==> config.mk <==
export PLATFORM = sky130hd
export DESIGN_NAME = dmc_ctrl_top
export DESIGN_NICKNAME = d
export VERILOG_FILES = /design/src/source/dmc_pkg.sv /design/src/source/dmc_cmd_gen.sv /design/src/source/dmc_cmd_issue.sv /design/src/source/dmc_cmd_queue.sv /design/src/source/dmc_ctrl_top.sv /design/src/source/dmc_timing_regs.sv
export SDC_FILE = /design/constraint.sdc
export NUM_CORES = 1
export LEC_CHECK = 0
export ABC_CLOCK_PERIOD_IN_PS = 8750
export CORE_MARGIN = 3
export CORE_UTILIZATION = 45
export CTS_CLUSTER_DIAMETER = 100
export CTS_CLUSTER_SIZE = 16
export DETAILED_ROUTE_END_ITERATION = 12
export DONT_BUFFER_PORTS = 1
export PLACE_DENSITY_LB_ADDON = 0.3
export SLEW_MARGIN = 20
export SYNTH_ARGS = -nofsm -noshare
export SYNTH_HDL_FRONTEND = slang
export SYNTH_SLANG_ARGS = --single-unit
==> constraint.sdc <==
create_clock -name dfi_clk_i -period 8.75 [get_ports dfi_clk_i]
set_input_delay 2.1875 -clock dfi_clk_i [delete_from_list [all_inputs] [get_ports dfi_clk_i]]
set_output_delay 2.1875 -clock dfi_clk_i [all_outputs]
set_load 0.005 [all_outputs]
==> src/source/dmc_pkg.sv <==
package dmc_pkg;

  localparam int BANK_W = 3;

  // {cs_n, ras_n, cas_n, we_n}
  typedef enum logic [3:0] {
    LMR   = 4'b0000,
    REF   = 4'b0001,
    PRE   = 4'b0010,
    ACT   = 4'b0011,
    WRITE = 4'b0100,
    READ  = 4'b0101,
    BST   = 4'b0110,
    NOP   = 4'b0111
  } dmc_cmd_e;

  typedef logic [BANK_W-1:0] dmc_bank_t;
  typedef logic [15:0]       dmc_dfi_addr_t;
  typedef logic [7:0]        dmc_tick_t;
  typedef logic [15:0]       dmc_refi_t;
  typedef logic [3:0]        dmc_cfg_addr_t;
  typedef logic [15:0]       dmc_cfg_data_t;

  // Queue entry {cmd[23:20], spare[19], bank[18:16], address[15:0]}
  typedef logic [23:0] dmc_cmd_word_t;

  typedef enum logic [1:0] {IDLE, INIT, REFR, LDST} dmc_seq_state_e;

  localparam dmc_cfg_addr_t CFG_TREFI = 4'd0;
  localparam dmc_cfg_addr_t CFG_TMRD  = 4'd1;
  localparam dmc_cfg_addr_t CFG_TRFC  = 4'd2;
  localparam dmc_cfg_addr_t CFG_TRP   = 4'd3;
  localparam dmc_cfg_addr_t CFG_TRAS  = 4'd4;
  localparam dmc_cfg_addr_t CFG_TRRD  = 4'd5;
  localparam dmc_cfg_addr_t CFG_TRCD  = 4'd6;
  localparam dmc_cfg_addr_t CFG_TWR   = 4'd7;
  localparam dmc_cfg_addr_t CFG_TWTR  = 4'd8;
  localparam dmc_cfg_addr_t CFG_TRTP  = 4'd9;
  localparam dmc_cfg_addr_t CFG_TRC   = 4'd10;
  localparam dmc_cfg_addr_t CFG_TCAS  = 4'd11;

  localparam dmc_refi_t DEF_TREFI = 16'd400;
  localparam dmc_tick_t DEF_TMRD  = 8'd2;
  localparam dmc_tick_t DEF_TRFC  = 8'd7;
  localparam dmc_tick_t DEF_TRP   = 8'd3;
  localparam dmc_tick_t DEF_TRAS  = 8'd7;
  localparam dmc_tick_t DEF_TRRD  = 8'd2;
  localparam dmc_tick_t DEF_TRCD  = 8'd3;
  localparam dmc_tick_t DEF_TWR   = 8'd3;
  localparam dmc_tick_t DEF_TWTR  = 8'd2;
  localparam dmc_tick_t DEF_TRTP  = 8'd2;
  localparam dmc_tick_t DEF_TRC   = 8'd10;
  localparam dmc_tick_t DEF_TCAS  = 8'd3;

endpackage

==> src/source/dmc_cmd_gen.sv <==
module dmc_cmd_gen
  import dmc_pkg::*;
#(
  parameter int col_width_p     = 10,
  parameter int row_width_p     = 14,
  parameter int dfi_burst_len_p = 4
) (
  input  logic                                    dfi_clk_i,
  input  logic                                    dfi_clk_sync_rst_i,
  input  logic                                    req_i,
  input  logic                                    write_i,
  input  logic [col_width_p+BANK_W+row_width_p-1:0] addr_i,
  input  logic                                    ap_i,
  output logic                                    ack_o,
  input  dmc_refi_t                               trefi_i,
  input  dmc_tick_t                               tcas_i,
  input  logic                                    queue_ready_i,
  output logic                                    push_o,
  output dmc_cmd_word_t                           word_o,
  output logic                                    init_calib_complete_o
);

  // Mode register burst length code, memory burst is two beats per DFI cycle
  localparam logic [3:0] burst_code_lp = 4'($clog2(2 * dfi_burst_len_p));

  dmc_seq_state_e              state_q, state_d;
  logic [2:0]                  step_q;
  logic [col_width_p-1:0]      col;
  dmc_bank_t                   bank;
  logic [row_width_p-1:0]      row;
  dmc_dfi_addr_t               col_ext;
  logic [2**BANK_W-1:0]        open_bank_q;
  logic [row_width_p-1:0]      open_row_q [2**BANK_W];
  dmc_refi_t                   refi_cnt_q;
  logic                        refr_req_q;
  logic                        last_push;
  dmc_cmd_e                    cmd;
  dmc_bank_t                   cmd_bank;
  dmc_dfi_addr_t               cmd_addr;

  assign col     = addr_i[col_width_p-1:0];
  assign bank    = addr_i[col_width_p +: BANK_W];
  assign row     = addr_i[col_width_p+BANK_W +: row_width_p];
  assign col_ext = dmc_dfi_addr_t'(col);

  // step_q counts the commands still to push in the current state
  always_comb begin
    cmd      = NOP;
    cmd_bank = '0;
    cmd_addr = '0;
    case (state_q)
      INIT: begin
        case (step_q)
          3'd5: cmd = NOP;
          3'd4: begin
            cmd      = PRE;
            cmd_addr = 16'h0400;
          end
          3'd3, 3'd2: cmd = REF;
          3'd1: begin
            cmd      = LMR;
            cmd_addr = {8'h00, tcas_i[3:0], burst_code_lp};
          end
          default: begin
            cmd      = LMR;
            cmd_bank = 3'd2;
          end
        endcase
      end
      REFR: begin
        cmd      = (step_q != 3'd0) ? PRE : REF;
        cmd_addr = (step_q != 3'd0) ? 16'h0400 : 16'h0000;
      end
      LDST: begin
        cmd_bank = bank;
        case (step_q)
          3'd2: cmd = PRE;
          3'd1: begin
            cmd      = ACT;
            cmd_addr = dmc_dfi_addr_t'(row);
          end
          default: begin
            cmd      = write_i ? WRITE : READ;
            cmd_addr = {col_ext[14:10], ap_i, col_ext[9:0]};
          end
        endcase
      end
      default: ;
    endcase
  end

  assign push_o    = queue_ready_i && (state_q != IDLE);
  assign last_push = push_o && (step_q == 3'd0);
  assign word_o    = {cmd, 1'b0, cmd_bank, cmd_addr};

  always_comb begin
    state_d = state_q;
    case (state_q)
      IDLE: begin
        if (!init_calib_complete_o) begin
          state_d = INIT;
        end else if (refr_req_q) begin
          state_d = REFR;
        end else if (req_i && !ack_o) begin
          state_d = LDST;
        end
      end
      default: begin
        if (last_push) begin
          state_d = IDLE;
        end
      end
    endcase
  end

  always_ff @(posedge dfi_clk_i) begin
    if (dfi_clk_sync_rst_i) begin
      state_q <= IDLE;
      step_q  <= '0;
    end else begin
      state_q <= state_d;
      if (state_q == IDLE) begin
        case (state_d)
          INIT: step_q <= 3'd5;
          REFR: step_q <= (|open_bank_q) ? 3'd1 : 3'd0;
          // Row hit, row conflict or closed bank
          LDST: begin
            if (open_bank_q[bank] && open_row_q[bank] == row) begin
              step_q <= 3'd0;
            end else begin
              step_q <= open_bank_q[bank] ? 3'd2 : 3'd1;
            end
          end
          default: step_q <= '0;
        endcase
      end else if (push_o && step_q != 3'd0) begin
        step_q <= step_q - 3'd1;
      end
    end
  end

  always_ff @(posedge dfi_clk_i) begin
    if (dfi_clk_sync_rst_i) begin
      init_calib_complete_o <= 1'b0;
      ack_o                 <= 1'b0;
      refr_req_q            <= 1'b0;
      refi_cnt_q            <= '0;
      open_bank_q           <= '0;
    end else begin
      if (state_q == INIT && last_push) begin
        init_calib_complete_o <= 1'b1;
      end
      if (state_q == LDST && last_push) begin
        ack_o <= 1'b1;
      end else if (!req_i) begin
        ack_o <= 1'b0;
      end
      // Interval counter stops while a refresh waits
      if (state_q == REFR && last_push) begin
        refr_req_q <= 1'b0;
      end else if (init_calib_complete_o && !refr_req_q) begin
        if (refi_cnt_q >= trefi_i) begin
          refr_req_q <= 1'b1;
          refi_cnt_q <= '0;
        end else begin
          refi_cnt_q <= refi_cnt_q + 16'd1;
        end
      end
      if (push_o) begin
        case (cmd)
          ACT: open_bank_q[cmd_bank] <= 1'b1;
          READ, WRITE: begin
            if (cmd_addr[10]) begin
              open_bank_q[cmd_bank] <= 1'b0;
            end
          end
          PRE: begin
            if (cmd_addr[10]) begin
              open_bank_q <= '0;
            end else begin
              open_bank_q[cmd_bank] <= 1'b0;
            end
          end
          default: ;
        endcase
      end
    end
  end

  always_ff @(posedge dfi_clk_i) begin
    if (push_o && cmd == ACT) begin
      open_row_q[cmd_bank] <= row;
    end
  end

endmodule

==> src/source/dmc_cmd_issue.sv <==
module dmc_cmd_issue
  import dmc_pkg::*;
#(
  parameter int dfi_burst_len_p = 4
) (
  input  logic          dfi_clk_i,
  input  logic          dfi_clk_sync_rst_i,
  input  logic          head_valid_i,
  input  dmc_cmd_word_t head_word_i,
  output logic          pop_o,
  input  dmc_tick_t     tmrd_i,
  input  dmc_tick_t     trfc_i,
  input  dmc_tick_t     trp_i,
  input  dmc_tick_t     tras_i,
  input  dmc_tick_t     trrd_i,
  input  dmc_tick_t     trcd_i,
  input  dmc_tick_t     twr_i,
  input  dmc_tick_t     twtr_i,
  input  dmc_tick_t     trtp_i,
  input  dmc_tick_t     trc_i,
  input  dmc_tick_t     tcas_i,
  output logic          dfi_cke_o,
  output logic          dfi_cs_n_o,
  output logic          dfi_ras_n_o,
  output logic          dfi_cas_n_o,
  output logic          dfi_we_n_o,
  output dmc_bank_t     dfi_bank_o,
  output dmc_dfi_addr_t dfi_address_o,
  output logic          dfi_rddata_en_o,
  output logic          dfi_wrdata_en_o
);

  localparam dmc_tick_t  bl_ticks_lp = dmc_tick_t'(dfi_burst_len_p);
  localparam logic [3:0] bl_last_lp  = 4'(dfi_burst_len_p - 1);

  dmc_cmd_e   head_cmd;
  dmc_cmd_e   prev_cmd_q;
  dmc_tick_t  tick_q [4];
  logic [3:0] tick_clr;
  dmc_tick_t  cmd_tick;
  dmc_tick_t  act_tick;
  dmc_tick_t  wr_tick;
  dmc_tick_t  rd_tick;
  logic       prev_ok;
  logic       rule_ok;
  logic       issue;
  logic [15:0] rd_pipe_q;
  logic [3:0] cas_idx;
  logic       wr_start_q;
  logic [1:0] win_start;
  logic [1:0] win_en_q;
  logic [3:0] win_cnt_q [2];

  assign head_cmd = dmc_cmd_e'(head_word_i[23:20]);
  assign cmd_tick = tick_q[0];
  assign act_tick = tick_q[1];
  assign wr_tick  = tick_q[2];
  assign rd_tick  = tick_q[3];

  // Spacing after the command issued just before
  always_comb begin
    case (prev_cmd_q)
      LMR:     prev_ok = cmd_tick >= tmrd_i;
      REF:     prev_ok = cmd_tick >= trfc_i;
      PRE:     prev_ok = cmd_tick >= trp_i && (head_cmd != ACT || act_tick >= tras_i);
      default: prev_ok = 1'b1;
    endcase
  end

  // Spacing from the last ACT, WRITE and READ
  always_comb begin
    case (head_cmd)
      PRE:     rule_ok = act_tick >= tras_i && wr_tick >= twr_i && rd_tick >= trtp_i;
      ACT:     rule_ok = act_tick >= trrd_i && act_tick >= trc_i;
      WRITE:   rule_ok = act_tick >= trcd_i && wr_tick >= bl_ticks_lp && rd_tick >= bl_ticks_lp;
      READ:    rule_ok = act_tick >= trcd_i && wr_tick >= twtr_i
                         && wr_tick >= bl_ticks_lp && rd_tick >= bl_ticks_lp;
      default: rule_ok = 1'b1;
    endcase
  end

  assign issue = head_valid_i && prev_ok && rule_ok;
  assign pop_o = issue;

  assign tick_clr = {issue && head_cmd == READ, issue && head_cmd == WRITE,
                     issue && head_cmd == ACT, issue};

  // Counters saturate, reset means the last command is long past
  always_ff @(posedge dfi_clk_i) begin
    for (int i = 0; i < 4; i++) begin
      if (dfi_clk_sync_rst_i) begin
        tick_q[i] <= '1;
      end else if (tick_clr[i]) begin
        tick_q[i] <= 8'd1;
      end else if (tick_q[i] != '1) begin
        tick_q[i] <= tick_q[i] + 8'd1;
      end
    end
  end

  always_ff @(posedge dfi_clk_i) begin
    if (dfi_clk_sync_rst_i) begin
      prev_cmd_q <= NOP;
      dfi_cke_o  <= 1'b0;
      {dfi_cs_n_o, dfi_ras_n_o, dfi_cas_n_o, dfi_we_n_o} <= NOP;
    end else if (issue) begin
      prev_cmd_q <= head_cmd;
      dfi_cke_o  <= 1'b1;
      {dfi_cs_n_o, dfi_ras_n_o, dfi_cas_n_o, dfi_we_n_o} <= head_cmd;
    end else begin
      {dfi_cs_n_o, dfi_ras_n_o, dfi_cas_n_o, dfi_we_n_o} <= NOP;
    end
  end

  always_ff @(posedge dfi_clk_i) begin
    if (issue) begin
      dfi_bank_o    <= head_word_i[18:16];
      dfi_address_o <= head_word_i[15:0];
    end
  end

  // Read start is delayed by CAS latency, write start by one cycle
  assign cas_idx   = tcas_i[3:0] - 4'd1;
  assign win_start = {wr_start_q, rd_pipe_q[cas_idx]};

  always_ff @(posedge dfi_clk_i) begin
    if (dfi_clk_sync_rst_i) begin
      rd_pipe_q  <= '0;
      wr_start_q <= 1'b0;
    end else begin
      rd_pipe_q  <= {rd_pipe_q[14:0], issue && head_cmd == READ};
      wr_start_q <= issue && head_cmd == WRITE;
    end
  end

  always_ff @(posedge dfi_clk_i) begin
    for (int i = 0; i < 2; i++) begin
      if (dfi_clk_sync_rst_i) begin
        win_en_q[i]  <= 1'b0;
        win_cnt_q[i] <= '0;
      end else if (win_start[i]) begin
        win_en_q[i]  <= 1'b1;
        win_cnt_q[i] <= bl_last_lp;
      end else if (win_cnt_q[i] != 4'd0) begin
        win_cnt_q[i] <= win_cnt_q[i] - 4'd1;
      end else begin
        win_en_q[i] <= 1'b0;
      end
    end
  end

  assign dfi_rddata_en_o = win_en_q[0];
  assign dfi_wrdata_en_o = win_en_q[1];

endmodule

==> src/source/dmc_cmd_queue.sv <==
module dmc_cmd_queue
  import dmc_pkg::*;
(
  input  logic          dfi_clk_i,
  input  logic          dfi_clk_sync_rst_i,
  input  logic          push_i,
  input  dmc_cmd_word_t word_i,
  output logic          ready_o,
  output logic          valid_o,
  output dmc_cmd_word_t word_o,
  input  logic          pop_i
);

  dmc_cmd_word_t mem_q [4];
  logic [1:0]    wr_ptr_q;
  logic [1:0]    rd_ptr_q;
  logic [2:0]    count_q;

  assign ready_o = (count_q != 3'd4);
  assign valid_o = (count_q != 3'd0);
  assign word_o  = mem_q[rd_ptr_q];

  always_ff @(posedge dfi_clk_i) begin
    if (dfi_clk_sync_rst_i) begin
      wr_ptr_q <= '0;
      rd_ptr_q <= '0;
      count_q  <= '0;
    end else begin
      if (push_i) begin
        wr_ptr_q <= wr_ptr_q + 2'd1;
      end
      if (pop_i) begin
        rd_ptr_q <= rd_ptr_q + 2'd1;
      end
      // Simultaneous push and pop leave the fill level unchanged
      if (push_i && !pop_i) begin
        count_q <= count_q + 3'd1;
      end else if (pop_i && !push_i) begin
        count_q <= count_q - 3'd1;
      end
    end
  end

  always_ff @(posedge dfi_clk_i) begin
    if (push_i) begin
      mem_q[wr_ptr_q] <= word_i;
    end
  end

endmodule

==> src/source/dmc_ctrl_top.sv <==
module dmc_ctrl_top
  import dmc_pkg::*;
#(
  parameter int col_width_p     = 10,
  parameter int row_width_p     = 14,
  parameter int dfi_burst_len_p = 4
) (
  input  logic                                      dfi_clk_i,
  input  logic                                      dfi_clk_sync_rst_i,
  input  logic                                      req_i,
  input  logic                                      write_i,
  input  logic [col_width_p+BANK_W+row_width_p-1:0] addr_i,
  input  logic                                      ap_i,
  output logic                                      ack_o,
  input  logic                                      cfg_we_i,
  input  dmc_cfg_addr_t                             cfg_addr_i,
  input  dmc_cfg_data_t                             cfg_wdata_i,
  output logic                                      init_calib_complete_o,
  output logic                                      dfi_cke_o,
  output logic                                      dfi_cs_n_o,
  output logic                                      dfi_ras_n_o,
  output logic                                      dfi_cas_n_o,
  output logic                                      dfi_we_n_o,
  output dmc_bank_t                                 dfi_bank_o,
  output dmc_dfi_addr_t                             dfi_address_o,
  output logic                                      dfi_rddata_en_o,
  output logic                                      dfi_wrdata_en_o
);

  dmc_refi_t     trefi;
  dmc_tick_t     tmrd, trfc, trp, tras, trrd, trcd, twr, twtr, trtp, trc, tcas;
  logic          push;
  dmc_cmd_word_t push_word;
  logic          queue_ready;
  logic          head_valid;
  dmc_cmd_word_t head_word;
  logic          pop;

  dmc_timing_regs i_regs (
    .dfi_clk_i          (dfi_clk_i),
    .dfi_clk_sync_rst_i (dfi_clk_sync_rst_i),
    .cfg_we_i           (cfg_we_i),
    .cfg_addr_i         (cfg_addr_i),
    .cfg_wdata_i        (cfg_wdata_i),
    .trefi_o            (trefi),
    .tmrd_o             (tmrd),
    .trfc_o             (trfc),
    .trp_o              (trp),
    .tras_o             (tras),
    .trrd_o             (trrd),
    .trcd_o             (trcd),
    .twr_o              (twr),
    .twtr_o             (twtr),
    .trtp_o             (trtp),
    .trc_o              (trc),
    .tcas_o             (tcas)
  );

  dmc_cmd_gen #(
    .col_width_p     (col_width_p),
    .row_width_p     (row_width_p),
    .dfi_burst_len_p (dfi_burst_len_p)
  ) i_gen (
    .dfi_clk_i             (dfi_clk_i),
    .dfi_clk_sync_rst_i    (dfi_clk_sync_rst_i),
    .req_i                 (req_i),
    .write_i               (write_i),
    .addr_i                (addr_i),
    .ap_i                  (ap_i),
    .ack_o                 (ack_o),
    .trefi_i               (trefi),
    .tcas_i                (tcas),
    .queue_ready_i         (queue_ready),
    .push_o                (push),
    .word_o                (push_word),
    .init_calib_complete_o (init_calib_complete_o)
  );

  dmc_cmd_queue i_queue (
    .dfi_clk_i          (dfi_clk_i),
    .dfi_clk_sync_rst_i (dfi_clk_sync_rst_i),
    .push_i             (push),
    .word_i             (push_word),
    .ready_o            (queue_ready),
    .valid_o            (head_valid),
    .word_o             (head_word),
    .pop_i              (pop)
  );

  dmc_cmd_issue #(
    .dfi_burst_len_p (dfi_burst_len_p)
  ) i_issue (
    .dfi_clk_i          (dfi_clk_i),
    .dfi_clk_sync_rst_i (dfi_clk_sync_rst_i),
    .head_valid_i       (head_valid),
    .head_word_i        (head_word),
    .pop_o              (pop),
    .tmrd_i             (tmrd),
    .trfc_i             (trfc),
    .trp_i              (trp),
    .tras_i             (tras),
    .trrd_i             (trrd),
    .trcd_i             (trcd),
    .twr_i              (twr),
    .twtr_i             (twtr),
    .trtp_i             (trtp),
    .trc_i              (trc),
    .tcas_i             (tcas),
    .dfi_cke_o          (dfi_cke_o),
    .dfi_cs_n_o         (dfi_cs_n_o),
    .dfi_ras_n_o        (dfi_ras_n_o),
    .dfi_cas_n_o        (dfi_cas_n_o),
    .dfi_we_n_o         (dfi_we_n_o),
    .dfi_bank_o         (dfi_bank_o),
    .dfi_address_o      (dfi_address_o),
    .dfi_rddata_en_o    (dfi_rddata_en_o),
    .dfi_wrdata_en_o    (dfi_wrdata_en_o)
  );

endmodule

==> src/source/dmc_timing_regs.sv <==
module dmc_timing_regs
  import dmc_pkg::*;
(
  input  logic          dfi_clk_i,
  input  logic          dfi_clk_sync_rst_i,
  input  logic          cfg_we_i,
  input  dmc_cfg_addr_t cfg_addr_i,
  input  dmc_cfg_data_t cfg_wdata_i,
  output dmc_refi_t     trefi_o,
  output dmc_tick_t     tmrd_o,
  output dmc_tick_t     trfc_o,
  output dmc_tick_t     trp_o,
  output dmc_tick_t     tras_o,
  output dmc_tick_t     trrd_o,
  output dmc_tick_t     trcd_o,
  output dmc_tick_t     twr_o,
  output dmc_tick_t     twtr_o,
  output dmc_tick_t     trtp_o,
  output dmc_tick_t     trc_o,
  output dmc_tick_t     tcas_o
);

  always_ff @(posedge dfi_clk_i) begin
    if (dfi_clk_sync_rst_i) begin
      trefi_o <= DEF_TREFI;
      tmrd_o  <= DEF_TMRD;
      trfc_o  <= DEF_TRFC;
      trp_o   <= DEF_TRP;
      tras_o  <= DEF_TRAS;
      trrd_o  <= DEF_TRRD;
      trcd_o  <= DEF_TRCD;
      twr_o   <= DEF_TWR;
      twtr_o  <= DEF_TWTR;
      trtp_o  <= DEF_TRTP;
      trc_o   <= DEF_TRC;
      tcas_o  <= DEF_TCAS;
    end else if (cfg_we_i) begin
      // Only the refresh interval uses the full write word
      case (cfg_addr_i)
        CFG_TREFI: trefi_o <= cfg_wdata_i;
        CFG_TMRD:  tmrd_o  <= cfg_wdata_i[7:0];
        CFG_TRFC:  trfc_o  <= cfg_wdata_i[7:0];
        CFG_TRP:   trp_o   <= cfg_wdata_i[7:0];
        CFG_TRAS:  tras_o  <= cfg_wdata_i[7:0];
        CFG_TRRD:  trrd_o  <= cfg_wdata_i[7:0];
        CFG_TRCD:  trcd_o  <= cfg_wdata_i[7:0];
        CFG_TWR:   twr_o   <= cfg_wdata_i[7:0];
        CFG_TWTR:  twtr_o  <= cfg_wdata_i[7:0];
        CFG_TRTP:  trtp_o  <= cfg_wdata_i[7:0];
        CFG_TRC:   trc_o   <= cfg_wdata_i[7:0];
        CFG_TCAS:  tcas_o  <= cfg_wdata_i[7:0];
        default: ;
      endcase
    end
  end

endmodule

### Yosys cells after proc, flatten, opt, wreduce, memory -nomap -nowiden

Memory sizes are Yosys's and may differ from the RTL's. A register that Yosys moved wholly into a read port is not among the register bits.
Cells that the tools add are included.

* bits in registers: 186
* bits in latches: 0
* RAM bits: 244
* memory bits (read-only): 0
* bits of input ports: 53
* output and inout bits: 28
* word-level logic and storage cells: 297
* memories: 4

* add/sub/neg operators: 13
* multipliers: 0
* div/mod/pow operators: 0
* $lt $le $gt $ge: 17
* equal/unequal tests: 43
* shift operators: 0
* mux-type cells: 104
* bitwise operators: 17
* reductions and logical operators: 65

Memory list
* i_gen.open_row_q: words 8, width 14, read ports 1, clocked after memory_dff 0, write ports 1, RTL line dmc_cmd_gen.sv:33 `logic [row_width_p-1:0] open_row_q [2**BANK_W];`
* i_queue.mem_q: words 4, width 23, read ports 1, clocked after memory_dff 1, write ports 1, RTL line dmc_cmd_queue.sv:14 `dmc_cmd_word_t mem_q [4];`
* i_issue.tick_q: words 4, width 8, read ports 4, clocked after memory_dff 0, write ports 4, RTL line dmc_cmd_issue.sv:38 `dmc_tick_t tick_q [4];`
* i_issue.win_cnt_q: words 2, width 4, read ports 2, clocked after memory_dff 0, write ports 2, RTL line dmc_cmd_issue.sv:52 `logic [3:0] win_cnt_q [2];`

Operators by type and width (number)
* $ge A8 B8 Y1: 10
* $mux W8: 10
* $mux W1: 59
* $pmux W16 S3: 1
* $add A8 B1 Y8 const B: 4
* $eq A4 B3 Y1 const B: 8
* $ne A8 B8 Y1 const B: 4
* $eq A4 B2 Y1 const B: 7
* $pmux W14 S2: 1
* $reduce_and A2 Y1: 14
* $logic_and A1 B1 Y1: 27
* $pmux W8 S3: 1
* $pmux W11 S2: 1
* $mux W2: 10
* $pmux W3 S3: 2
* $add A16 B1 Y16 const B: 1
* $eq A4 B4 Y1 const B: 4
* $ge A16 B16 Y1: 1
* $ge A8 B3 Y1 const B: 2
* $mux W16: 1
* $mux W4: 4
* $mux W3: 5
* $eq A14 B14 Y1: 1
* $or A1 B1 Y1: 12
* 41 further kinds: 69

### Depth between registers and ports, before layout

Gate-level depths: netlist of run 1.
An unclocked memory read counts as a cell.

* depth after elaboration: 13
* gate-level depth with buffers: 16
* depth with buffers taken out: 15

### Hierarchy

From an unflattened synthesis of run 1, not the netlist that was laid out.

* cells, all modules: 1677
* area, all modules: 20873.8 um^2

Modules (own cells, without submodules)
* dmc_cmd_gen: instances 1, cells an instance 541, area each 6980.4 um^2, seq. area each 4003.8 um^2
* dmc_cmd_issue: instances 1, cells an instance 578, area each 5829.3 um^2, seq. area each 2332.2 um^2
* dmc_timing_regs: instances 1, cells an instance 387, area each 4130.2 um^2, seq. area each 2082.0 um^2
* dmc_cmd_queue: instances 1, cells an instance 171, area each 3933.8 um^2, seq. area each 3062.9 um^2

### Least setup slack after synthesis of run 1

OpenSTA, ideal clock, no wires.

* kind: input-to-reg
* start: input port addr_i[11]
* end: memory i_gen.open_row_q[6][0] (enable)
* library setup time: 354 ps
* arrival time: 3871 ps
* data required time: 8396 ps
* slack: 4525 ps
* cell stages on the path: 8
* buffers on the path: 2
* cell sequence: clkbuf_1 clkbuf_1 nand2_1 a21o_1 inv_1 and2_1 nand2_1 inv_1

* longest elaborated chain between the ends: 1

Ends and longest elaborated chain
* from (decl): RTL line dmc_ctrl_top.sv:12 `input logic [col_width_p+BANK_W+row_width_p-1:0] addr_i,`
* $pmux W3 S2: RTL line dmc_cmd_gen.sv:51 `case (state_q)`
* net i_gen.cmd_bank[1]: RTL line dmc_cmd_gen.sv:38 `dmc_bank_t cmd_bank;`
* to (decl): RTL line dmc_cmd_gen.sv:33

The timed path passes the listed nets, and every way through them passes these cells.

==> results of run 1 <==
==> cell usage after synthesis, types with 7 or more instances <==
library cell | number | area, sq um
a211oi_1 | 27 | 202.7
a21o_1 | 16 | 120.1
a21oi_1 | 83 | 415.4
a31oi_1 | 10 | 62.56
and2_1 | 11 | 68.82
and3_1 | 15 | 93.84
buf_1 | 13 | 48.80
clkbuf_1 | 43 | 161.4
dfxtp_1 | 167 | 3343
edfxtp_1 | 249 | 7477
ha_1 | 117 | 1464
inv_1 | 131 | 491.7
mux2i_1 | 93 | 930.9
mux4_2 | 55 | 1239
nand2_1 | 98 | 367.9
nand2b_1 | 16 | 100.1
nand3_1 | 28 | 140.1
nand4_1 | 15 | 93.84
nor2_1 | 150 | 563.0
nor2b_1 | 26 | 162.7
nor3_1 | 17 | 85.08
nor4_1 | 9 | 56.30
o211ai_1 | 21 | 157.7
o21ai_0 | 40 | 200.2
or3_1 | 7 | 43.79
xnor2_1 | 34 | 297.8
xor2_1 | 22 | 192.7
==> worst paths after layout <==
| path | start | to | slack (ns) | cells after the start |
|---|---|---|---|---|
| worst min register to register | i_issue.rd_pipe_q[13]$_SDFF_PP0_ | i_issue.rd_pipe_q[14]$_SDFF_PP0_ | 0.45 | 1 |
| worst min-delay path | i_issue.rd_pipe_q[13]$_SDFF_PP0_ | i_issue.rd_pipe_q[14]$_SDFF_PP0_ | 0.45 | 1 |
| worst max register to register | flip-flop | i_queue.count_q[2]$_SDFFE_PP0P_ | 4.56 | 12 |
| worst max-delay path | flip-flop | i_queue.count_q[2]$_SDFFE_PP0P_ | 4.56 | 12 |
==> through the flow <==
stage / worst slack, ns / utilization [%] / hold slack [ns] / total power, mW
2_1_floorplan: 4.525 / - / 0.4324 / 3.520
6_report: 4.565 / 49.21 / 0.4525 / 5.123
4_1_cts: 4.492 / 49.18 / 0.4499 / 5.167
3_3_place_gp: 4.604 / 47.04 / 0.4399 / 3.775
5_1_grt: 4.243 / 49.21 / 0.4699 / 5.428
3_5_place_dp: 4.495 / 47.04 / 0.4466 / 3.817
==> power groups by stage <==
stage          clock (mW)  sequential (mW)  combinational, mW
3_5_place_dp            0             2.63               1.19
4_1_cts              1.38             2.58               1.20
6_report             1.34             2.58               1.20
5_1_grt              1.46             2.61               1.35
2_1_floorplan           0             2.53              0.989
3_3_place_gp            0             2.62               1.15
==> layer usage <==
| metal | wire (um) | vias to the layer above |
|---|---|---|
| li1 | - | 5786 |
| met1 | 18470 | 5878 |
| met2 | 20210 | 232 |
| met3 | 2065 | 55 |
| met4 | 758 | 2 |
| met5 | 13 | - |
==> logic make-up (layout without fill, tap and decap cells) <==
| family | after synthesis | in the layout |
|---|---|---|
| XOR/XNOR | 56 | 56 |
| flip-flops | 416 | 416 |
| adder cells (fa/ha/maj) | 118 | 118 |
| AND/OR/NAND/NOR | 421 | 421 |
| multiplexers | 150 | 150 |
| AO/OA/AOI/OAI | 248 | 248 |
| other | 1 | 3 |
| buffers and inverters | 199 | 190 |
==> worst reg2reg max path: stages, from the launching register on <==
cell and delay [ns]:
dfxtp_1 0.94, mux4_2 0.47, inv_2 0.14, o21ai_1 0.13, or4b_4 0.54, a31oi_4 0.80, inv_1 0.12, ha_1 0.24
inv_1 0.07, fa_1 0.17, xor2_1 0.07, or3_1 0.30, a21oi_1 0.14
==> registers in the layout (all words and copies together), names as in the netlist, 14 cells and up, named ones only <==
signal                 flops
i_issue.rd_pipe_q         16
i_issue.dfi_address_o     14
i_gen.open_row_q         112
i_queue.mem_q             80
i_regs.trefi_o            16
i_issue.tick_q            32
i_gen.refi_cnt_q          16
==> cell type report <==
cell class / instances / area [sq um]
Clock inverter: 3 / 63.81
Clock buffer: 52 / 843.3
Sequential cell: 416 / 10820
Multi-Input combinational cell: 996 / 7864
Tap cell: 577 / 721.9
Timing Repair Buffer: 2 / 15.01
Inverter: 133 / 499.2
Fill cell: 3672 / 21490
==> placed cells by master, fill, tap and decap left out, drive strengths merged, types with 27 or more instances in the layout <==
cell type / instances
edfxtp: 249
dfxtp: 167
nor2: 151
inv: 134
ha: 117
nand2: 98
mux2i: 93
a21oi: 83
mux4: 55
clkbuf: 52
o21ai: 41
xnor2: 34
nand3: 28
a211oi: 27
==> impl_metrics.env, run 1 <==
export IMPL_slew_violations=0
export IMPL_clockPowerShare_pct=26.2
export IMPL_clk_path_buf_depth=3
export IMPL_clk_pin_slew_worst_paths_ns=0.07
export IMPL_fp_row_count=75
export IMPL_placed_area_sq_um=19910
export IMPL_hold_buffers=0
export IMPL_fp_dieH_um=213.8
export IMPL_syn_to_final_growth_pct=7.152
export IMPL_totalWireLength_mm=41.52
export IMPL_ys_flop_type="edfxtp_1"
export IMPL_coreArea_sq_um=42320
export IMPL_cts_buffers=30
export IMPL_skew_ns=0.02383
export IMPL_cts_resized=0
export IMPL_place_hpwl_mm=27.92
export IMPL_vias_per_cell=5.486
export IMPL_drcViolationCount=0
export IMPL_cp_cell_sequence="mux4_2 -> inv_2 -> o21ai_1 -> or4b_4 -> a31oi_4 -> inv_1 -> ha_1 -> inv_1 -> fa_1 -> xor2_1 -> or3_1 -> a21oi_1"
export IMPL_dr_pass1_iters=5
export IMPL_slowest_stage="dfxtp_1"
export IMPL_grt_antenna_before_repair=1
export IMPL_async_reset_ff_share_pct=0
export IMPL_die_area_sq_um=45720
export IMPL_yosysUniqueCellTypes=74
export IMPL_hold_viol=0
export IMPL_cap_violations=0
export IMPL_nNetsFinal=1750
export IMPL_path_delay_family="compound AO/OA/AOI/OAI gates"
export IMPL_cp_max_fo=28
export IMPL_wl_per_cell_um=19.05
export IMPL_syn_inst=1609
export IMPL_htree_num_levels=1
export IMPL_grt_use_met1_pct=25.25
export IMPL_post_cts_repair_setup_buffers=0
export IMPL_seqPwrFrac_pct=50.4
export IMPL_insertion_delay_ns=0.60
export IMPL_port_buffer_count=0
export IMPL_startpoint_type="flip-flop"
export IMPL_cp_arrival_ns=4.71
export IMPL_synthXorXnorAreaFrac_pct=2.523
export IMPL_swShare_pct=30.59
export IMPL_grt_max_degree=153
export IMPL_cp_end_kind="flip-flop"
export IMPL_synth_top_family_by_area="multiplexers"
export IMPL_status="completed"
export IMPL_gp_congestion=0.8285
export IMPL_grt_usage_pct=18.29
export IMPL_p_leak_nw=7.438
export IMPL_synthSimpleGateAreaFrac_pct=10.40
export IMPL_die_w_um=213.8
export IMPL_synth_seq_cells=416
export IMPL_syn_area_sq_um=19440
export IMPL_internal_power_mw=3.556
export IMPL_synth_compound_area_share_pct=8.452
export IMPL_yosysWarnings=0
export IMPL_avgSynthCellArea_sq_um=12.08
export IMPL_cts_tree="done"
export IMPL_rsz0062_at_grt="no"
export IMPL_fin_area_sq_um=20830
export IMPL_start_util_pct=45.93
export IMPL_p_sw_mw=1.567
export IMPL_post_route_period_util_pct=47.83
export IMPL_synth_adder_area_share_pct=7.634
export IMPL_ys_seq_area_share_pct=55.67
export IMPL_slew_headroom_pct=27.95
export IMPL_grt_use_met2_pct=30.83
export IMPL_ant_nets=0
export IMPL_dp_cells=2124
export IMPL_cp_required_ns=9.28
export IMPL_muxShareOfSynthArea_pct=11.28
export IMPL_grt_busiest_layer="met2"
export IMPL_grt_use_met3_pct=3.029
export IMPL_clk_root_buffer_cell="clkbuf_16"
export IMPL_p_per_area_nw_per_um2=246.0
export IMPL_hold_class="reg -> reg"
export IMPL_drive_gt1_share_pct=7.054
export IMPL_critPathMaxStageDelay_ns=0.94
export IMPL_synth_edff_count=249
export IMPL_critPathMostFrequentCell="inv_1"
export IMPL_grt_overflow=0
export IMPL_setup_viol=0
export IMPL_fin_crit_ns=4.185
export IMPL_n_antenna_cell=0
export IMPL_drt_initial_drc_count=934
export IMPL_grt_pass1_wl_mm=66.17
export IMPL_max_freq_ghz=0.2389
export IMPL_final_cells=2179
export IMPL_cp_buffers_inverters=3
export IMPL_critical_path_class="reg -> reg"
export IMPL_pin_count=81
export IMPL_worst_slew_pin_slew_ns=1.081
export IMPL_num_vias=11950
export IMPL_fin_setup_tns_ns=0
export IMPL_vdd_ir_drop_max_uv=184.7
export IMPL_combPwrFrac_pct=23.4
export IMPL_grt_pass1_vias=11830
export IMPL_clock_sinks=416
(Power assumes the default switching activity.)
==> run 2: changes to the inputs <==
ABC_CLOCK_PERIOD_IN_PS = 4200   (was 8750)
clock period = 4.2 ns   (was 8.75 ns; I/O delays follow)
==> run 2 against run 1 <==
Cell count rose by 0.55%. Non-clock buffer count is 14 higher. Critical endpoint unchanged. First-iteration DRC count decreased by 5.9%. Design area increased by 0.44%. Setup slack got worse by 4.0 ns. Count of clock-buffer cells in the layout down 2. Clock power is 110% higher.
==> impl_metrics.env, run 2 (synthesis results as in run 1) <==
export IMPL_status="completed"
export IMPL_slew_violations=0
export IMPL_drt_initial_drc_count=879
export IMPL_hold_class="reg -> reg"
export IMPL_pre_cts_ws_ns=0.6304
export IMPL_gp_congestion=0.8874
export IMPL_totalWireLength_mm=42.06
export IMPL_critical_path_class="reg -> reg"
export IMPL_hold_viol=0
export IMPL_skew_ns=0.02736
export IMPL_clk_pin_slew_worst_paths_ns=0.08
export IMPL_layout_commonest_cell="edfxtp_1"
export IMPL_slew_headroom_pct=29.61
export IMPL_vias_per_cell=5.491
export IMPL_grt_usage_pct=18.68
export IMPL_cap_violations=0
export IMPL_power_total_mw=10.75
export IMPL_final_core_util_pct=49.43
export IMPL_ant_nets=0
export IMPL_rsz0062_at_grt="no"
export IMPL_die_area_sq_um=45720
export IMPL_fin_ws_ns=0.5904
export IMPL_startpoint_type="flip-flop"
export IMPL_vdd_ir_drop_max_uv=411.0
export IMPL_largest_reg_flops=112
export IMPL_worst_slew_pin_slew_ns=1.056
export IMPL_dr_pass1_iters=5
export IMPL_clk_root_buffer_cell="clkbuf_16"
export IMPL_grt_max_degree=153
export IMPL_cp_max_fo=8
export IMPL_coreArea_sq_um=42320
export IMPL_num_vias=12030
export IMPL_p_per_area_nw_per_um2=513.9
export IMPL_syn_to_final_growth_pct=7.621
export IMPL_clk_path_buf_depth=3
export IMPL_largest_register="i_gen.open_row_q"
export IMPL_port_buffer_count=0
export IMPL_final_cell_mix="edfxtp_1 (249), dfxtp_1 (167), nor2_1 (150)"
export IMPL_drcViolationCount=0
export IMPL_clock_sinks=416
export IMPL_fin_crit_ns=3.610
export IMPL_drive_gt1_share_pct=7.931
export IMPL_final_cells=2191
export IMPL_die_w_um=213.8
export IMPL_max_freq_ghz=0.2770
export IMPL_htree_num_levels=1
export IMPL_nNetsFinal=1764
export IMPL_post_cts_repair_setup_buffers=0
export IMPL_grt_pass1_vias=11990
export IMPL_wl_per_cell_um=19.20
export IMPL_top_regs="i_gen.open_row_q x112, i_queue.mem_q x80, i_issue.tick_q x32"
export IMPL_grt_pass1_wl_mm=67.21
export IMPL_post_route_period_util_pct=85.94
export IMPL_cp_end_kind="flip-flop"
export IMPL_dp_cells=2138
export IMPL_n_antenna_cell=0
export IMPL_fillers=3718
export IMPL_insertion_delay_ns=0.61
export IMPL_reg2reg_slack_ns=0.59
export IMPL_fp_row_count=75
export IMPL_pin_count=81
export IMPL_cts_resized=0
export IMPL_cts_tree="done"
export IMPL_fin_setup_tns_ns=0
export IMPL_cp_arrival_ns=4.14
export IMPL_start_util_pct=45.93
export IMPL_cts_buffers=30
export IMPL_grt_antenna_before_repair=1
export IMPL_hold_buffers=0
export IMPL_setup_viol=0
export IMPL_grt_overflow=0
export IMPL_place_hpwl_mm=28.26
export IMPL_cp_required_ns=4.73
export IMPL_p_leak_nw=7.504
export IMPL_fp_dieH_um=213.8
## run 2: worst max-delay path, cell delays in order (launching register included)
cell and delay [ns]:
edfxtp_1 0.54, ha_1 0.37, a211oi_1 0.24, o21ai_0 0.15
a21oi_1 0.41, a221oi_2 0.17, nor3_4 0.26, a31oi_4 0.06
inv_1 0.09, ha_1 0.19, inv_1 0.06, fa_1 0.38
xor2_1 0.18, or3_1 0.30, a21oi_1 0.14
## run 2: stage by stage
stage | cell area [sq um] | hold WS [ns]
2_1_floorplan | 19440 | 0.4324
3_3_place_gp | 20010 | 0.4387
3_5_place_dp | 20010 | 0.4467
4_1_cts | 20920 | 0.4563
5_1_grt | 20920 | 0.4753
6_report | 20920 | 0.4559
## run 2: area by class of cell
cell class | count | area, sq um | share of cell area (%)
multi-input cells | 996 | 7854 | 37.54
repair buffers | 16 | 120.1 | 0.5742
flip-flops and latches | 416 | 10820 | 51.73
well taps | 577 | 721.9 | 3.451
inverters | 133 | 499.2 | 2.387
clock inverters | 3 | 76.32 | 0.3649
clock buffers | 50 | 827.0 | 3.954
## run 2: layer usage
| layer | up-vias | share of wire, % | global-route usage (%) |
|---|---|---|---|
| li1 | 5801 | - | - |
| met1 | 5904 | 45 | 25.91 |
| met2 | 257 | 47 | 30.60 |
| met3 | 69 | 5.7 | 3.438 |
| met4 | 0 | 2.5 | 4.740 |
| met5 | - | 0 | 0 |
## run 2: power breakdown
group / internal [mW] / leakage, nW / total (mW) / switching (mW)
combinational: 1.12 / 3.49 / 2.56 / 1.45
sequential: 4.92 / 3.59 / 5.37 / 0.441
clock: 1.41 / 0.429 / 2.82 / 1.41
total: 7.45 / 7.50 / 10.8 / 3.30
## run 2: worst paths after layout
path                                                  startpoint                          endpoint  cells past startpoint
worst max-delay path             i_issue.tick_q[0][10]$_DFFE_PP_   i_queue.count_q[2]$_SDFFE_PP0P_                     14
worst min-delay path            i_issue.rd_pipe_q[11]$_SDFF_PP0_  i_issue.rd_pipe_q[12]$_SDFF_PP0_                      1
worst max register to register   i_issue.tick_q[0][10]$_DFFE_PP_   i_queue.count_q[2]$_SDFFE_PP0P_                     14
worst min register to register  i_issue.rd_pipe_q[11]$_SDFF_PP0_  i_issue.rd_pipe_q[12]$_SDFF_PP0_                      1
==> run 3: changes to the inputs <==
CTS_CLUSTER_SIZE = 25   (was 16)
GPL_TIMING_DRIVEN = 0   (was default)
==> run 3 against run 2 <==
Clock power down 17%. Sequential share of layout area grew 0.14 points. Design area fell by 0.27%. Setup slack lost 0.39 ns. Sequential power about the same. Global-route usage rose by 0.84 points. Critical path type unchanged. Die area did not move. Register-to-register slack worse by 0.39 ns. Routed wire length is 4.6% higher. Count of clock-buffer cells in the layout is 15 lower. Fmax fell by 9.8%.
==> impl_metrics.env, run 3 (synthesis results as in run 1) <==
export IMPL_dp_cells=2188
export IMPL_fin_area_sq_um=20860
export IMPL_cp_arrival_ns=4.50
export IMPL_ant_nets=0
export IMPL_clk_pin_slew_worst_paths_ns=0.11
export IMPL_clk_path_buf_depth=3
export IMPL_num_vias=12360
export IMPL_fp_dieH_um=213.8
export IMPL_slew_headroom_pct=31.07
export IMPL_setup_viol=0
export IMPL_hold_class="reg -> reg"
export IMPL_clock_sinks=416
export IMPL_drcViolationCount=0
export IMPL_nNetsFinal=1808
export IMPL_final_core_util_pct=49.29
export IMPL_die_w_um=213.8
export IMPL_port_buffer_count=0
export IMPL_p_per_area_nw_per_um2=498.8
export IMPL_hold_buffers=0
export IMPL_cap_violations=0
export IMPL_clk_root_buffer_cell="clkbuf_16"
export IMPL_grt_pass1_vias=12160
export IMPL_cp_required_ns=4.70
export IMPL_pin_count=81
export IMPL_grt_antenna_before_repair=1
export IMPL_critical_path_class="reg -> reg"
export IMPL_hold_ws_ns=0.4608
export IMPL_startpoint_type="flip-flop"
export IMPL_critPathMaxStageDelay_ns=0.47
export IMPL_dr_pass1_iters=5
export IMPL_fillers=3698
export IMPL_layout_commonest_cell="edfxtp_1"
export IMPL_cts_tree="done"
export IMPL_cp_end_kind="flip-flop"
export IMPL_insertion_delay_ns=0.57
export IMPL_reg2reg_from="i_issue.tick_q[1][0]$_SDFFCE_PN1P_"
export IMPL_start_util_pct=45.93
export IMPL_grt_pass1_wl_mm=69.43
export IMPL_p_leak_nw=7.432
export IMPL_cts_buffers=21
export IMPL_placed_area_sq_um=20170
export IMPL_power_total_mw=10.41
export IMPL_fp_row_count=75
export IMPL_fin_crit_ns=4.001
export IMPL_vias_per_cell=5.547
export IMPL_critPathCapture="i_queue.count_q[2]$_SDFFE_PP0P_"
export IMPL_syn_to_final_growth_pct=7.326
export IMPL_cp_max_fo=26
export IMPL_slew_violations=0
export IMPL_die_area_sq_um=45720
export IMPL_coreArea_sq_um=42320
export IMPL_fin_ws_ns=0.1988
export IMPL_gp_congestion=0.8716
export IMPL_skew_ns=0.02815
export IMPL_wl_per_cell_um=19.74
export IMPL_cp_cell_sequence="inv_1 -> ha_1 -> nor3b_1 -> nor2_1 -> o31ai_1 -> a31oi_2 -> a31oi_2 -> a31oi_2 -> buf_4 -> inv_1 -> ha_1 -> inv_1 -> fa_1 -> xor2_1 -> or3_1 -> a21oi_1"
export IMPL_drt_initial_drc_count=1017
export IMPL_grt_max_degree=27
export IMPL_cp_startpoint="i_issue.tick_q[1][0]$_SDFFCE_PN1P_"
export IMPL_htree_num_levels=1
export IMPL_largest_reg_flops=112
export IMPL_top_regs="i_gen.open_row_q x112, i_queue.mem_q x80, i_issue.tick_q x32"
export IMPL_timing_rr_end="i_queue.count_q[2]$_SDFFE_PP0P_"
export IMPL_totalWireLength_mm=44.00
export IMPL_status="completed"
export IMPL_r2r_cells=16
export IMPL_slowest_stage="edfxtp_1"
export IMPL_final_cells=2229
export IMPL_n_antenna_cell=0
export IMPL_reg2reg_slack_ns=0.20
export IMPL_drive_gt1_share_pct=7.324
export IMPL_fin_setup_tns_ns=0
export IMPL_grt_usage_pct=19.52
export IMPL_largest_register="i_gen.open_row_q"
export IMPL_worst_slew_pin_slew_ns=1.032
export IMPL_place_hpwl_mm=30.79
export IMPL_post_route_period_util_pct=95.27
export IMPL_hold_viol=0
export IMPL_grt_overflow=0
export IMPL_vdd_ir_drop_max_uv=307.6
export IMPL_pre_cts_ws_ns=-0.2321
export IMPL_max_freq_ghz=0.2499
export IMPL_final_cell_mix="edfxtp_1 (249), dfxtp_1 (167), nor2_1 (150)"
[run 3: final cells by class]
type / instances / area [sq um] / share of cell area (%)
multi-input combinational: 996 / 7868 / 37.71
clock inverter: 3 / 41.29 / 0.1979
inverter: 133 / 499.2 / 2.393
buffer: 66 / 285.3 / 1.367
clock buffer: 35 / 599.3 / 2.873
sequential: 416 / 10820 / 51.87
tap: 577 / 721.9 / 3.461
timing repair buffer: 3 / 26.28 / 0.1260
[run 3: report_power, final]
part / leakage, nW / internal, mW / total (mW) / switching [mW]
combinational: 3.54 / 1.14 / 2.73 / 1.59
sequential: 3.59 / 4.92 / 5.34 / 0.418
clock: 0.306 / 1.01 / 2.34 / 1.33
[run 3: critical path, delay by kind of cell (launching register included)]
family                   cells  cell delay, ns
adder cells (fa/ha/maj)      3            0.82
buffers and inverters        4            0.64
XOR/XNOR                     1            0.18
AO/OA/AOI/OAI                5            1.25
flip-flops                   1            0.47
AND/OR/NAND/NOR              3            0.58
[run 3: worst min path at each step]
stage | from | endpoint | slack [ns] | depth (start not counted)
6_report | i_regs.trefi_o[14]$_SDFFE_PP0P_ | i_regs.trefi_o[14]$_SDFFE_PP0P_ | 0.46 | 2
5_1_grt | i_issue.rd_pipe_q[9]$_SDFF_PP0_ | i_issue.rd_pipe_q[10]$_SDFF_PP0_ | 0.48 | 1
4_1_cts | i_regs.trefi_o[14]$_SDFFE_PP0P_ | i_regs.trefi_o[14]$_SDFFE_PP0P_ | 0.46 | 2
3_5_place_dp | i_regs.trefi_o[9]$_SDFFE_PP0P_ | i_regs.trefi_o[9]$_SDFFE_PP0P_ | 0.45 | 2
3_3_place_gp | i_issue.rd_pipe_q[10]$_SDFF_PP0_ | i_issue.rd_pipe_q[11]$_SDFF_PP0_ | 0.44 | 1
2_1_floorplan | i_issue.rd_pipe_q[9]$_SDFF_PP0_ | i_issue.rd_pipe_q[10]$_SDFF_PP0_ | 0.43 | 1
[run 3: repair_timing]
item                       in CTS  in global routing
pin swaps                       2                  1
setup endpoints to repair       2                  2
buffers inserted                2                  0
resized for setup               0                  7
[run 3: metal layers]
metal | track usage [%] | wire length (um) | vias to the layer above | part of all wire (%)
met5 | 0 | 13 | - | 0.030
met4 | 4.603 | 874 | 2 | 2.0
met3 | 2.443 | 2751 | 57 | 6.3
met2 | 32.00 | 20850 | 325 | 47
met1 | 27.96 | 19510 | 6086 | 44
li1 | - | - | 5894 | -
